--- config.mk ---
export PLATFORM = sky130hd
export DESIGN_NAME = vscale_top
export DESIGN_NICKNAME = d
export VERILOG_FILES = /design/src/hw/vscale_pkg.sv /design/src/hw/line_ram_if.sv /design/src/hw/vscale_top.sv /design/src/hw/line_ram_arbiter.sv /design/src/hw/line_blender.sv /design/src/hw/line_store.sv /design/src/hw/bilinear_scaler.sv
export VERILOG_INCLUDE_DIRS = /design/src /design/src/hw
export SDC_FILE = /design/constraint.sdc
export NUM_CORES = 1
export LEC_CHECK = 0
export BUFFER_PORTS_ARGS = -buffer_cell sky130_fd_sc_hd__buf_2
export CAP_MARGIN = 0
export CORE_ASPECT_RATIO = 0.5
export CORE_UTILIZATION = 30
export CTS_BUF_LIST = sky130_fd_sc_hd__clkbuf_8
export CTS_CLUSTER_DIAMETER = 120
export CTS_CLUSTER_SIZE = 10
export DETAILED_ROUTE_END_ITERATION = 10
export PLACE_DENSITY = 0.4
export SYNTH_ARGS = -nofsm -noshare
export SYNTH_HDL_FRONTEND = slang
export SYNTH_HIERARCHICAL = 1
export SYNTH_SLANG_ARGS = --single-unit
--- constraint.sdc ---
create_clock -name clk -period 14.1 [get_ports clk]
set_clock_uncertainty 0.05 [all_clocks]
set_input_delay 2.115 -clock clk [delete_from_list [all_inputs] [get_ports clk]]
set_output_delay 2.115 -clock clk [all_outputs]
set_load 0.01 [all_outputs]
--- src/hw/vscale_config.svh ---
`ifndef VSCALE_CONFIG_SVH
`define VSCALE_CONFIG_SVH

// bits per grayscale pixel.
`define PIX_WIDTH 8

// width of a line count or a frame size.
`define RESO_WIDTH 10

// pixels per line, any power of two.
`define LINE_PIXELS 8

`endif
--- src/hw/vscale_pkg.sv ---
`default_nettype none

`include "vscale_config.svh"

package vscale_pkg;

	typedef logic [`PIX_WIDTH-1:0] pixel_t;
	typedef logic [`RESO_WIDTH-1:0] reso_t;

	// weight of the newer line in quarters, 0..4.
	typedef logic [2:0] ratio_t;

	typedef logic [$clog2(`LINE_PIXELS)-1:0] col_t;

	// bank bit on top of the column index.
	typedef logic [$clog2(`LINE_PIXELS):0] ram_addr_t;

	typedef enum logic [2:0] {
		IDLE,
		REQ_LINE,
		WAIT_LINE,
		READ_OLD,
		READ_NEW,
		EMIT,
		STEP,
		DONE
	} blend_state_t;

endpackage

`default_nettype wire

--- src/hw/line_ram_if.sv ---
`timescale 1ns/1ps
`default_nettype none

interface line_ram_if
	import vscale_pkg::*;
();
	logic req;
	logic we;
	ram_addr_t addr;
	pixel_t wdata;
	logic gnt;
	// valid one cycle after a granted read.
	pixel_t rdata;

	modport requester (
		output req,
		output we,
		output addr,
		output wdata,
		input gnt,
		input rdata
	);

	modport arbiter (
		input req,
		input we,
		input addr,
		input wdata,
		output gnt,
		output rdata
	);

	modport monitor (
		input req,
		input we,
		input addr,
		input wdata,
		input gnt,
		input rdata
	);
endinterface

`default_nettype wire

--- src/hw/vscale_top.sv ---
`timescale 1ns/1ps
`default_nettype none

module vscale_top
	import vscale_pkg::*;
(
	input wire clk,
	input wire resetn,
	input wire reso_t i_ori_size,
	input wire reso_t i_scale_size,
	input wire i_pix_valid,
	input wire pixel_t i_pix,
	output wire o_line_req,
	output wire o_pix_valid,
	output wire pixel_t o_pix,
	output wire o_frame_done
);
	logic update_mul;
	logic repeat_line;
	logic ovalid;
	ratio_t ratio;
	reso_t inv_cnt;
	logic line_done;

	line_ram_if ram_wr ();
	line_ram_if ram_rd ();

	bilinear_scaler u_scaler (
		.clk(clk),
		.resetn(resetn),
		.i_ori_size(i_ori_size),
		.i_scale_size(i_scale_size),
		.i_update_mul(update_mul),
		.o_repeat_line(repeat_line),
		.o_m_inv_cnt(),
		.o_inv_cnt(inv_cnt),
		.o_ovalid(ovalid),
		.o_ratio(ratio)
	);

	line_store u_store (
		.clk(clk),
		.resetn(resetn),
		.i_pix_valid(i_pix_valid),
		.i_pix(i_pix),
		.i_line_req(o_line_req),
		.o_line_done(line_done),
		.ram(ram_wr.requester)
	);

	line_blender u_blender (
		.clk(clk),
		.resetn(resetn),
		.i_repeat_line(repeat_line),
		.i_ovalid(ovalid),
		.i_ratio(ratio),
		.i_inv_cnt(inv_cnt),
		.o_update_mul(update_mul),
		.o_line_req(o_line_req),
		.i_line_done(line_done),
		.o_pix_valid(o_pix_valid),
		.o_pix(o_pix),
		.o_frame_done(o_frame_done),
		.ram(ram_rd.requester)
	);

	line_ram_arbiter u_arbiter (
		.clk(clk),
		.resetn(resetn),
		.wr(ram_wr.arbiter),
		.rd(ram_rd.arbiter)
	);
endmodule

`default_nettype wire

--- src/hw/line_ram_arbiter.sv ---
`timescale 1ns/1ps
`default_nettype none

module line_ram_arbiter
	import vscale_pkg::*;
(
	input wire clk,
	input wire resetn,
	line_ram_if.arbiter wr,
	line_ram_if.arbiter rd
);
	// two banks of one line each.
	localparam int DEPTH = 2 ** $bits(ram_addr_t);

	pixel_t mem [DEPTH];
	pixel_t rdata_q;
	logic sel_wr;
	logic port_en;
	logic port_we;
	ram_addr_t port_addr;
	pixel_t port_wdata;

	// fixed priority, the write side always wins.
	assign sel_wr = wr.req;
	assign wr.gnt = wr.req;
	assign rd.gnt = rd.req && !wr.req;

	assign port_en = wr.req || rd.req;
	assign port_we = sel_wr ? wr.we : rd.we;
	assign port_addr = sel_wr ? wr.addr : rd.addr;
	assign port_wdata = sel_wr ? wr.wdata : rd.wdata;

	assign wr.rdata = rdata_q;
	assign rd.rdata = rdata_q;

	// no RAM update while the design is held in reset.
	always_ff @(posedge clk) begin
		if (resetn && port_en && port_we)
			mem[port_addr] <= port_wdata;
	end

	always_ff @(posedge clk) begin
		if (port_en && !port_we)
			rdata_q <= mem[port_addr];
	end
endmodule

`default_nettype wire

--- src/hw/line_blender.sv ---
`timescale 1ns/1ps
`default_nettype none

module line_blender
	import vscale_pkg::*;
(
	input wire clk,
	input wire resetn,
	input wire i_repeat_line,
	input wire i_ovalid,
	input wire ratio_t i_ratio,
	input wire reso_t i_inv_cnt,
	output logic o_update_mul,
	output logic o_line_req,
	input wire i_line_done,
	output logic o_pix_valid,
	output pixel_t o_pix,
	output logic o_frame_done,
	line_ram_if.requester ram
);
	localparam int ACC_WIDTH = $bits(pixel_t) + 3;

	blend_state_t state;
	col_t col;
	logic wr_par;
	logic newer_bank;
	logic older_bank;
	logic have_line;
	logic have_two;
	logic rd_ack;
	pixel_t old_q;
	logic [ACC_WIDTH-1:0] acc;

	// until a second line is in, both taps point at the same bank.
	assign older_bank = have_two ? ~newer_bank : newer_bank;

	assign o_line_req = (state == REQ_LINE);
	assign o_update_mul = (state == STEP);

	assign ram.req = (state == READ_OLD) || (state == READ_NEW);
	assign ram.we = 1'b0;
	assign ram.wdata = '0;
	assign ram.addr = (state == READ_NEW) ? {newer_bank, col} : {older_bank, col};

	// newer pixel is on rdata while in EMIT.
	always_comb begin
		acc = ACC_WIDTH'(old_q) * ACC_WIDTH'(3'd4 - i_ratio)
			+ ACC_WIDTH'(ram.rdata) * ACC_WIDTH'(i_ratio);
	end

	always_ff @(posedge clk) begin
		if (state == READ_NEW && rd_ack)
			old_q <= ram.rdata;
		if (state == EMIT)
			o_pix <= pixel_t'(acc >> 2);
	end

	// mirror of the store parity, so the newest bank is known here.
	always_ff @(posedge clk) begin
		if (!resetn) begin
			wr_par <= 1'b0;
			newer_bank <= 1'b0;
			have_line <= 1'b0;
			have_two <= 1'b0;
		end else if (i_line_done) begin
			wr_par <= ~wr_par;
			newer_bank <= wr_par;
			have_line <= 1'b1;
			have_two <= have_line;
		end
	end

	always_ff @(posedge clk) begin
		if (!resetn) begin
			state <= IDLE;
			col <= '0;
			rd_ack <= 1'b0;
			o_pix_valid <= 1'b0;
			o_frame_done <= 1'b0;
		end else begin
			o_pix_valid <= 1'b0;
			o_frame_done <= 1'b0;
			rd_ack <= ram.req && ram.gnt;
			case (state)
			IDLE: begin
				if (i_inv_cnt == '0) begin
					state <= DONE;
					o_frame_done <= 1'b1;
				end else if (!i_repeat_line)
					state <= REQ_LINE;
				else if (i_ovalid)
					state <= READ_OLD;
				else
					state <= STEP;
			end
			REQ_LINE:
				state <= WAIT_LINE;
			WAIT_LINE: begin
				if (i_line_done)
					state <= i_ovalid ? READ_OLD : STEP;
			end
			READ_OLD: begin
				if (ram.gnt)
					state <= READ_NEW;
			end
			READ_NEW: begin
				if (ram.gnt)
					state <= EMIT;
			end
			EMIT: begin
				o_pix_valid <= 1'b1;
				col <= col + 1'b1;
				state <= (col == '1) ? STEP : READ_OLD;
			end
			STEP:
				state <= IDLE;
			DONE:
				state <= DONE;
			default:
				state <= IDLE;
			endcase
		end
	end
endmodule

`default_nettype wire

--- src/hw/line_store.sv ---
`timescale 1ns/1ps
`default_nettype none

module line_store
	import vscale_pkg::*;
(
	input wire clk,
	input wire resetn,
	input wire i_pix_valid,
	input wire pixel_t i_pix,
	input wire i_line_req,
	output logic o_line_done,
	line_ram_if.requester ram
);
	logic armed;
	logic wr_req;
	logic bank;
	col_t col;
	pixel_t pix_q;

	assign ram.req = wr_req;
	assign ram.we = 1'b1;
	assign ram.addr = {bank, col};
	assign ram.wdata = pix_q;

	always_ff @(posedge clk) begin
		if (armed && i_pix_valid)
			pix_q <= i_pix;
	end

	always_ff @(posedge clk) begin
		if (!resetn) begin
			armed <= 1'b0;
			wr_req <= 1'b0;
			bank <= 1'b0;
			col <= '0;
			o_line_done <= 1'b0;
		end else begin
			o_line_done <= 1'b0;
			if (i_line_req)
				armed <= 1'b1;
			if (wr_req && ram.gnt) begin
				wr_req <= 1'b0;
				// column wraps back to zero after the last pixel.
				col <= col + 1'b1;
				if (col == '1) begin
					armed <= 1'b0;
					bank <= ~bank;
					o_line_done <= 1'b1;
				end
			end
			// strobes outside an armed line are dropped.
			if (armed && i_pix_valid)
				wr_req <= 1'b1;
		end
	end
endmodule

`default_nettype wire

--- src/hw/bilinear_scaler.sv ---
`timescale 1ns/1ps
`default_nettype none

`include "vscale_config.svh"

module bilinear_scaler
	import vscale_pkg::*;
#(
	parameter int C_RESO_WIDTH = `RESO_WIDTH
) (
	input wire clk,
	input wire resetn,
	input wire reso_t i_ori_size,
	input wire reso_t i_scale_size,
	input wire i_update_mul,
	output logic o_repeat_line,
	output reso_t o_m_inv_cnt,
	output reso_t o_inv_cnt,
	output logic o_ovalid,
	output ratio_t o_ratio
);
	localparam int C_CMP_WIDTH = C_RESO_WIDTH * 2 + 2;

	logic [C_CMP_WIDTH-1:0] ori_w;
	logic [C_CMP_WIDTH-1:0] scale_w;
	logic [C_CMP_WIDTH-1:0] ori_x2;
	logic [C_CMP_WIDTH-1:0] scale_x2;
	logic [C_CMP_WIDTH-1:0] scale_x3;
	logic [C_CMP_WIDTH-1:0] scale_q4;
	logic [C_CMP_WIDTH-1:0] m_mul;
	logic [C_CMP_WIDTH-1:0] o_mul;
	logic [C_CMP_WIDTH-1:0] o_mul_next;
	logic [C_CMP_WIDTH-1:0] m_split [4];
	logic m_repeat;
	logic need_line;
	logic update_mmul;
	logic update_omul;

	// sizes are taken while in reset and kept for the frame.
	always_ff @(posedge clk) begin
		if (!resetn) begin
			ori_w <= C_CMP_WIDTH'(i_ori_size);
			scale_w <= C_CMP_WIDTH'(i_scale_size);
		end
	end

	assign ori_x2 = ori_w << 1;
	assign scale_x2 = scale_w << 1;
	assign scale_x3 = scale_x2 + scale_w;
	assign scale_q4 = scale_w >> 2;

	// input line k sits at (2k+1)*scale, output line j at (2j+1)*ori.
	assign m_repeat = m_mul >= o_mul_next;
	assign o_ovalid = m_mul >= o_mul;
	assign update_mmul = i_update_mul && !m_repeat;
	assign update_omul = i_update_mul && o_ovalid;
	assign o_repeat_line = !need_line;

	always_comb begin
		if (o_mul >= m_split[2])
			o_ratio = (o_mul >= m_split[3]) ? 3'd4 : 3'd3;
		else if (o_mul >= m_split[1])
			o_ratio = 3'd2;
		else if (o_mul >= m_split[0])
			o_ratio = 3'd1;
		else
			o_ratio = 3'd0;
	end

	always_ff @(posedge clk) begin
		if (!resetn)
			m_mul <= (i_ori_size == 1) ? (C_CMP_WIDTH'(i_scale_size) << 1)
				: C_CMP_WIDTH'(i_scale_size);
		else if (update_mmul && o_m_inv_cnt == 2)
			// the last line is pushed out by half a stride to extend the bottom.
			m_mul <= m_mul + scale_x3;
		else if (update_mmul && o_m_inv_cnt != 1)
			m_mul <= m_mul + scale_x2;
	end

	always_ff @(posedge clk) begin
		if (!resetn) begin
			for (int i = 0; i < 4; i++)
				m_split[i] <= C_CMP_WIDTH'(i_scale_size);
		end else if (update_mmul && o_m_inv_cnt == 1) begin
			for (int i = 0; i < 4; i++)
				m_split[i] <= m_mul;
		end else if (update_mmul) begin
			m_split[0] <= m_mul + scale_q4;
			m_split[1] <= m_mul + scale_w - scale_q4;
			m_split[2] <= m_mul + scale_w + scale_q4;
			m_split[3] <= m_mul + scale_w;
		end
	end

	always_ff @(posedge clk) begin
		if (!resetn) begin
			o_mul <= C_CMP_WIDTH'(i_ori_size);
			o_mul_next <= C_CMP_WIDTH'(i_ori_size) * 3;
			o_inv_cnt <= i_scale_size;
		end else if (update_omul) begin
			o_mul <= o_mul_next;
			o_mul_next <= o_mul_next + ori_x2;
			o_inv_cnt <= o_inv_cnt - 1'b1;
		end
	end

	always_ff @(posedge clk) begin
		if (!resetn)
			o_m_inv_cnt <= i_ori_size;
		else if (update_mmul && o_m_inv_cnt != 1)
			o_m_inv_cnt <= o_m_inv_cnt - 1'b1;
	end

	// first line is always fetched, the last one is never fetched twice.
	always_ff @(posedge clk) begin
		if (!resetn)
			need_line <= 1'b1;
		else if (i_update_mul)
			need_line <= !m_repeat && (o_m_inv_cnt != 1);
	end
endmodule

`default_nettype wire

==> run metrics, run 1 <==
largest net degree at the start of global routing 95; worst skew pair latency approximately 670 ps; synthesis-to-layout area growth 7.98%; Final setup viols 0; cts repair resizes 0; final cycle utilization of the critical path 0.553; Cell Rows between 70 and 80; placed cells between 3,000 and 4,000; Worst-Margin Slew 1110 ps; crit end category flop; nets roughly 2,900; final hold vios 0; Tot GR Track Use 0.173; Final TNS setup 0 ps; Pleak between 10 and 15 nW; slew margin rel. 0.240; Starting DRT DRC Count roughly 1,200; Clock Path Buffers 3; # DRC 0; share of layout cells above drive strength 1 0.0711; post-DP HPWL around 55 mm; Routed Wire Length ~76 mm; RSZ-0062 raised after global routing no; CTS Hold Bufs 0; total grt overflow 0; HP Class reg -> reg; Crit Reg-Reg Endpoint u_blender/o_pix[6]$_DFFE_PP_; Reg2Reg Launch Point u_scaler/o_mul[1]$_DFFE_PN_; gpl congestion roughly 0.85; Die Ht between 200 and 250 um; r2r setup slk 6310 ps; Final Non-Filler Cells ~3,700; CTS tree done; post-route minimum period about 7800 ps; Synth Instances around 2,500; ANT nets after route 0; Max Cap Viol 0; final hold slack 432 ps; first-pass GRT wire length between 100 and 150 mm; Startpoint Class flop; fill count between 8,000 and 9,000; Worst Hold Endpoint u_scaler/o_mul_next[20]$_SDFFE_PN0P_; Achievable Freq roughly 130 MHz; via count 18,684; syn_area_per_cell slightly above 10 um2; clk root buf clkbuf_8; Placed Area approximately 27,000 um2; Core ar. 86,200 um2; Buffers on Ports 41; initial core utilization 0.303; crit path DAT 8140 ps; maximum vdd drop between 0.06 and 0.07 mV; Slew Viols, Final 0; postcts setup bufs 0; status finished clean; worst reg2reg path depth 25; Pwr Density roughly 110 nW/um2; Synth Warn # 6; Worst-path clk slew around 80 ps; clk sinks 375; critical path class reg -> reg; drt first pass iters 5; depth of the CTS H-tree 2; initial antenna violation count 4; worst path required time between 10,000 and 15,000 ps; CP Max Fanout 10; Final Cell Area around 28,000 um2; Hold Startpoint u_scaler/o_mul_next[20]$_SDFFE_PN0P_; synthesized area 26,100 um2; total CTS buffers 43; Die Wd 419 um; vias in the first global route about 19,000; hold path depth 2; WL/cell 20.3 um; full die area about 88,000 um2; Top Ports 42; Power, Total about 3 mW; Via density roughly 5.0
sequential cells by signal (all words and copies together) (netlist names), 8 cells and up:
register	flops
u_arbiter/mem	128
u_arbiter/rd.rdata	8
u_blender/o_pix	8
u_blender/old_q	8
u_scaler/m_mul	22
u_scaler/m_split	88
u_scaler/o_inv_cnt	10
u_scaler/o_m_inv_cnt	10
u_scaler/o_mul	22
u_scaler/o_mul_next	22
u_scaler/ori_w	10
u_scaler/scale_w	10
u_store/ram.wdata	8
power by group:
group	total (mW)	leakage (nW)	internal [mW]	switching (mW)
Combinational	0.979	7.49	0.383	0.596
Sequential	1.39	3.50	1.31	0.0838
Clock	0.721	0.461	0.285	0.436
worst max path at each step:
stage	from	end	slack (ps)	cells after the start
floorplan	u_scaler/o_mul[1]$_DFFE_PN_	u_blender/o_pix[6]$_DFFE_PP_	7520	25
global placement	u_scaler/o_mul[1]$_DFFE_PN_	u_blender/o_pix[6]$_DFFE_PP_	6470	25
detailed placement	u_scaler/o_mul[1]$_DFFE_PN_	u_blender/o_pix[6]$_DFFE_PP_	6340	25
CTS	u_scaler/o_mul[1]$_DFFE_PN_	u_blender/o_pix[6]$_DFFE_PP_	6320	25
global route	u_scaler/o_mul[1]$_DFFE_PN_	u_blender/o_pix[6]$_DFFE_PP_	5810	25
finish	u_scaler/o_mul[1]$_DFFE_PN_	u_blender/o_pix[6]$_DFFE_PP_	6310	25
layout by cell type (no fill, tap or decap), types with 50 or more instances in the layout:
cell type,count
fa_1,50
nand4_1,58
nor2_1,172
edfxtp_1,332
a21o_1,72
xnor2_1,80
a21oi_1,147
nand2_1,213
ha_1,240
o21ai_0,114
inv_1,266
layer usage:
layer | routed length (um) | GRT usage | up-vias
met5 | 0 | 0 | -
met4 | 1420 | 0.0393 | 0
met3 | 3000 | 0.0252 | 79
met2 | 32700 | 0.270 | 303
met1 | 38700 | 0.253 | 9087
li1 | - | - | 9215
critical path, stage by stage, from the launching register on:
cell and delay (ps):
edfxtp_1 480, ha_1 350, nor2b_1 130, o21a_1 180
o21bai_1 140, a21oi_1 90, a211oi_1 340, o21ai_0 130
a2111oi_0 490, buf_4 220, o21a_1 190, mux2i_1 920
inv_1 110, ha_1 280, xor2_4 260, and2_1 190
fa_1 440, fa_1 570, fa_1 430, fa_1 440
ha_1 340, a21o_1 190, a21oi_1 230, o21bai_1 100
a21oi_1 180, xnor2_1 80
final cells by class:
| cell class | instances | area [um2] | share of cell area |
|---|---|---|---|
| diodes | 2 | 5.00 | 0.000177 |
| clock buffers | 43 | 592 | 0.0210 |
| clock inverters | 29 | 121 | 0.00430 |
| inverters | 242 | 908 | 0.0322 |
| multi-input cells | 1815 | 13900 | 0.491 |
| flip-flops and latches | 375 | 10800 | 0.384 |
| well taps | 1170 | 1460 | 0.0519 |
| repair buffers | 69 | 418 | 0.0148 |
metrics by stage:
step / worst slack [ps] / utilization
final: 6310 / 0.327
after global routing: 5810 / 0.327
after CTS: 6320 / 0.327
after detailed placement: 6340 / 0.319
after global placement: 6470 / 0.319
after floorplan: 7520 / -
Power figures use the tool's default switching activity.
==> inputs of run 2 (changes only) <==
--- a/config.mk
+++ b/config.mk
@@ -14,7 +14,7 @@
 export CTS_CLUSTER_DIAMETER = 120
 export CTS_CLUSTER_SIZE = 10
 export DETAILED_ROUTE_END_ITERATION = 10
-export PLACE_DENSITY = 0.4
+export PLACE_DENSITY = 0.42
 export SYNTH_ARGS = -nofsm -noshare
 export SYNTH_HDL_FRONTEND = slang
 export SYNTH_HIERARCHICAL = 1
==> constraint.sdc (replaced) <==
create_clock -name clk -period 6.29 [get_ports clk]
set_clock_uncertainty 0.05 [all_clocks]
set_input_delay 0.9435 -clock clk [delete_from_list [all_inputs] [get_ports clk]]
set_output_delay 0.9435 -clock clk [all_outputs]
set_load 0.01 [all_outputs]
==> run 2 against run 1 <==
Critical path type unchanged. Global-route usage down 0.22 points. The flow now finishes with violations (setup timing). Die area unchanged. Register-to-register slack worse by 6400 ps. Clock power up 130%. Hold slack worse by 25 ps. Total power up 130%. Combinational power up 130%. Sequential share of layout area down 0.94 points. Setup slack worse by 6400 ps. Core utilization up 0.82 points. Flip-flop and latch count unchanged.
==> run metrics, run 2 (synthesis results as in run 1) <==
worst reg2reg path depth 31 (+24%); commonest non-fill, non-tap cell in the layout edfxtp_1; Cell Rows 76 (unchanged); Tot GR Track Use 0.171 (-0.00218); Reg2Reg Launch Point u_scaler/o_mul[0]$_DFFE_PN_; maximum vdd drop 0.153 mV (+130%); hold path depth 1 (-1); slowest cell delay on critical path 500 ps (-420 ps); via count 19,118 (+2.3%); total grt overflow 0 (unchanged); total CTS buffers 43 (unchanged); worst path required time 6650 ps (-7800 ps); metal2 WL 32.9 mm (+0.54%); biggest regs u_arbiter/mem: 128 flops, u_scaler/m_split: 88 flops; Routed Wire Length 75.0 mm (-1.1%); # DRC 0 (unchanged); ANT nets after route 0 (unchanged); Power, Total 7.00 mW (+130%); largest net degree at the start of global routing 99 (+4.2%); clk sinks 375 (unchanged); depth of the CTS H-tree 2 (unchanged); critical path class reg -> reg; initial core utilization 0.303 (unchanged); most frequent cells in the layout edfxtp_1 (332), inv_1 (266), ha_1 (233), nand2_1 (214), nor2_1 (171); Worst-path clk slew 90 ps (about the same); r2r setup slk -100 ps (-6410 ps); Slew Viols, Final 0 (unchanged); Die Ht 211 um (unchanged); wire length on met1 37.7 mm (-2.6%); Clock Path Buffers 3 (unchanged); gpl congestion 0.857 (+0.45%); Top Ports 42 (unchanged); drt first pass iters 5 (unchanged); RSZ-0062 raised after global routing yes; worst skew pair latency 660 ps (about the same); most used cell, CP fa_1; worst setup slack after layout -102 ps (-6410 ps); Worst-Margin Slew 1030 ps (-77.9 ps); Via density 5.02 (+0.52%); clk root buf clkbuf_8; CTS Hold Bufs 0 (unchanged); slew margin rel. 0.313 (+0.0731); Achievable Freq 156 MHz (+22%); first-pass GRT wire length 116 mm (-0.70%); Startpoint Class flop; synthesis-to-layout area growth 10.7%; HP Class in -> reg; Starting DRT DRC Count 1,304 (+12%); crit end category flop; Pwr Density 242 nW/um2 (+120%); slowest CP cell fa_1; Placed Area 28,000 um2 (+1.7%); max layer used met4; CP Max Fanout 7 (-3); crit path DAT 6750 ps (-1390 ps); full die area 88,300 um2 (unchanged); max FFs per register 128 (unchanged); failing checks setup timing; register name with the most flops u_arbiter/mem; share of layout cells above drive strength 1 0.106 (+0.0349); worst setup path startpoint u_scaler/o_mul[0]$_DFFE_PN_; Final Cell Area 28,900 um2 (+2.5%); initial antenna violation count 5 (+1); Pleak 11.8 nW (+3.3%); Buffers on Ports 41 (unchanged); Die Wd 419 um (unchanged); nets 2,930 (+2.2%); Final setup viols 3 (+3); Final Non-Filler Cells 3,812 (+1.8%); wire length on met3 3.05 mm (+1.8%); ant diodes 0 (-2); final hold vios 0 (unchanged); placed cells 3,730 (+1.6%); final cycle utilization of the critical path 1.02 (+0.464); vias in the first global route 19,114 (+2.1%); post-DP HPWL 54.7 mm (-0.73%); post-route minimum period 6390 ps (-1400 ps); Max Cap Viol 0 (unchanged); status finished with violations; Hold Startpoint i_pix[4]; WL/cell 19.7 um (-2.8%); CTS tree done; Core ar. 86,200 um2 (unchanged)
run 2: metrics by stage:
stage	util	setup WS [ps]	hold WS [ps]	setup TNS, ps
floorplan	-	7.36	384	0
global placement	0.325	-623	397	-2520
detailed placement	0.325	-655	411	-2700
CTS	0.335	-251	346	-591
global route	0.336	-431	360	-1340
finish	0.336	-102	407	-201
run 2: cell type report:
type                            instances  area, um2
Sequential cell                       375      10800
Timing Repair Buffer                  132        902
Clock buffer                           43        592
Tap cell                             1170       1460
Clock inverter                         35        144
Inverter                              242        911
Multi-Input combinational cell       1815      14100
Fill cell                            8946      57200
run 2: worst max-delay path, delay by kind of cell (launching register included):
kind / cells / cell delay [ps]
AOI/OAI and AO/OA: 8 / 1370
buffers and inverters: 9 / 930
and+or+nand+nor: 4 / 270
DFF: 1 / 420
adders and majority gates: 7 / 2530
muxes: 1 / 190
xor gates and xnor gates: 2 / 380
run 2: per-layer routing:
layer / GRT usage / vias up
li1: - / 9353
met1: 0.247 / 9350
met2: 0.271 / 335
met3: 0.0244 / 80
met4: 0.0383 / 0
met5: 0 / -
run 2: worst paths after layout:
path                                                    endpoint
worst max-delay path                u_blender/o_pix[7]$_DFFE_PP_
worst min-delay path              u_store/ram.wdata[4]$_DFFE_PP_
worst max register to register      u_blender/o_pix[7]$_DFFE_PP_
worst min register to register  u_blender/have_line$_SDFFE_PN0P_
run 2: report_power, final:
part	total, mW	internal [mW]	switching (mW)
sequential	3.14	2.93	0.210
clock	1.63	0.644	0.983
combinational	2.23	0.889	1.34
run 2: repair_timing:
action | CTS | global route
setup endpoints to repair | 7 | 6
pin swaps | 7 | 13
buffers inserted | 13 | 3
gates resized for setup | 28 | 17
cloned | 0 | 0
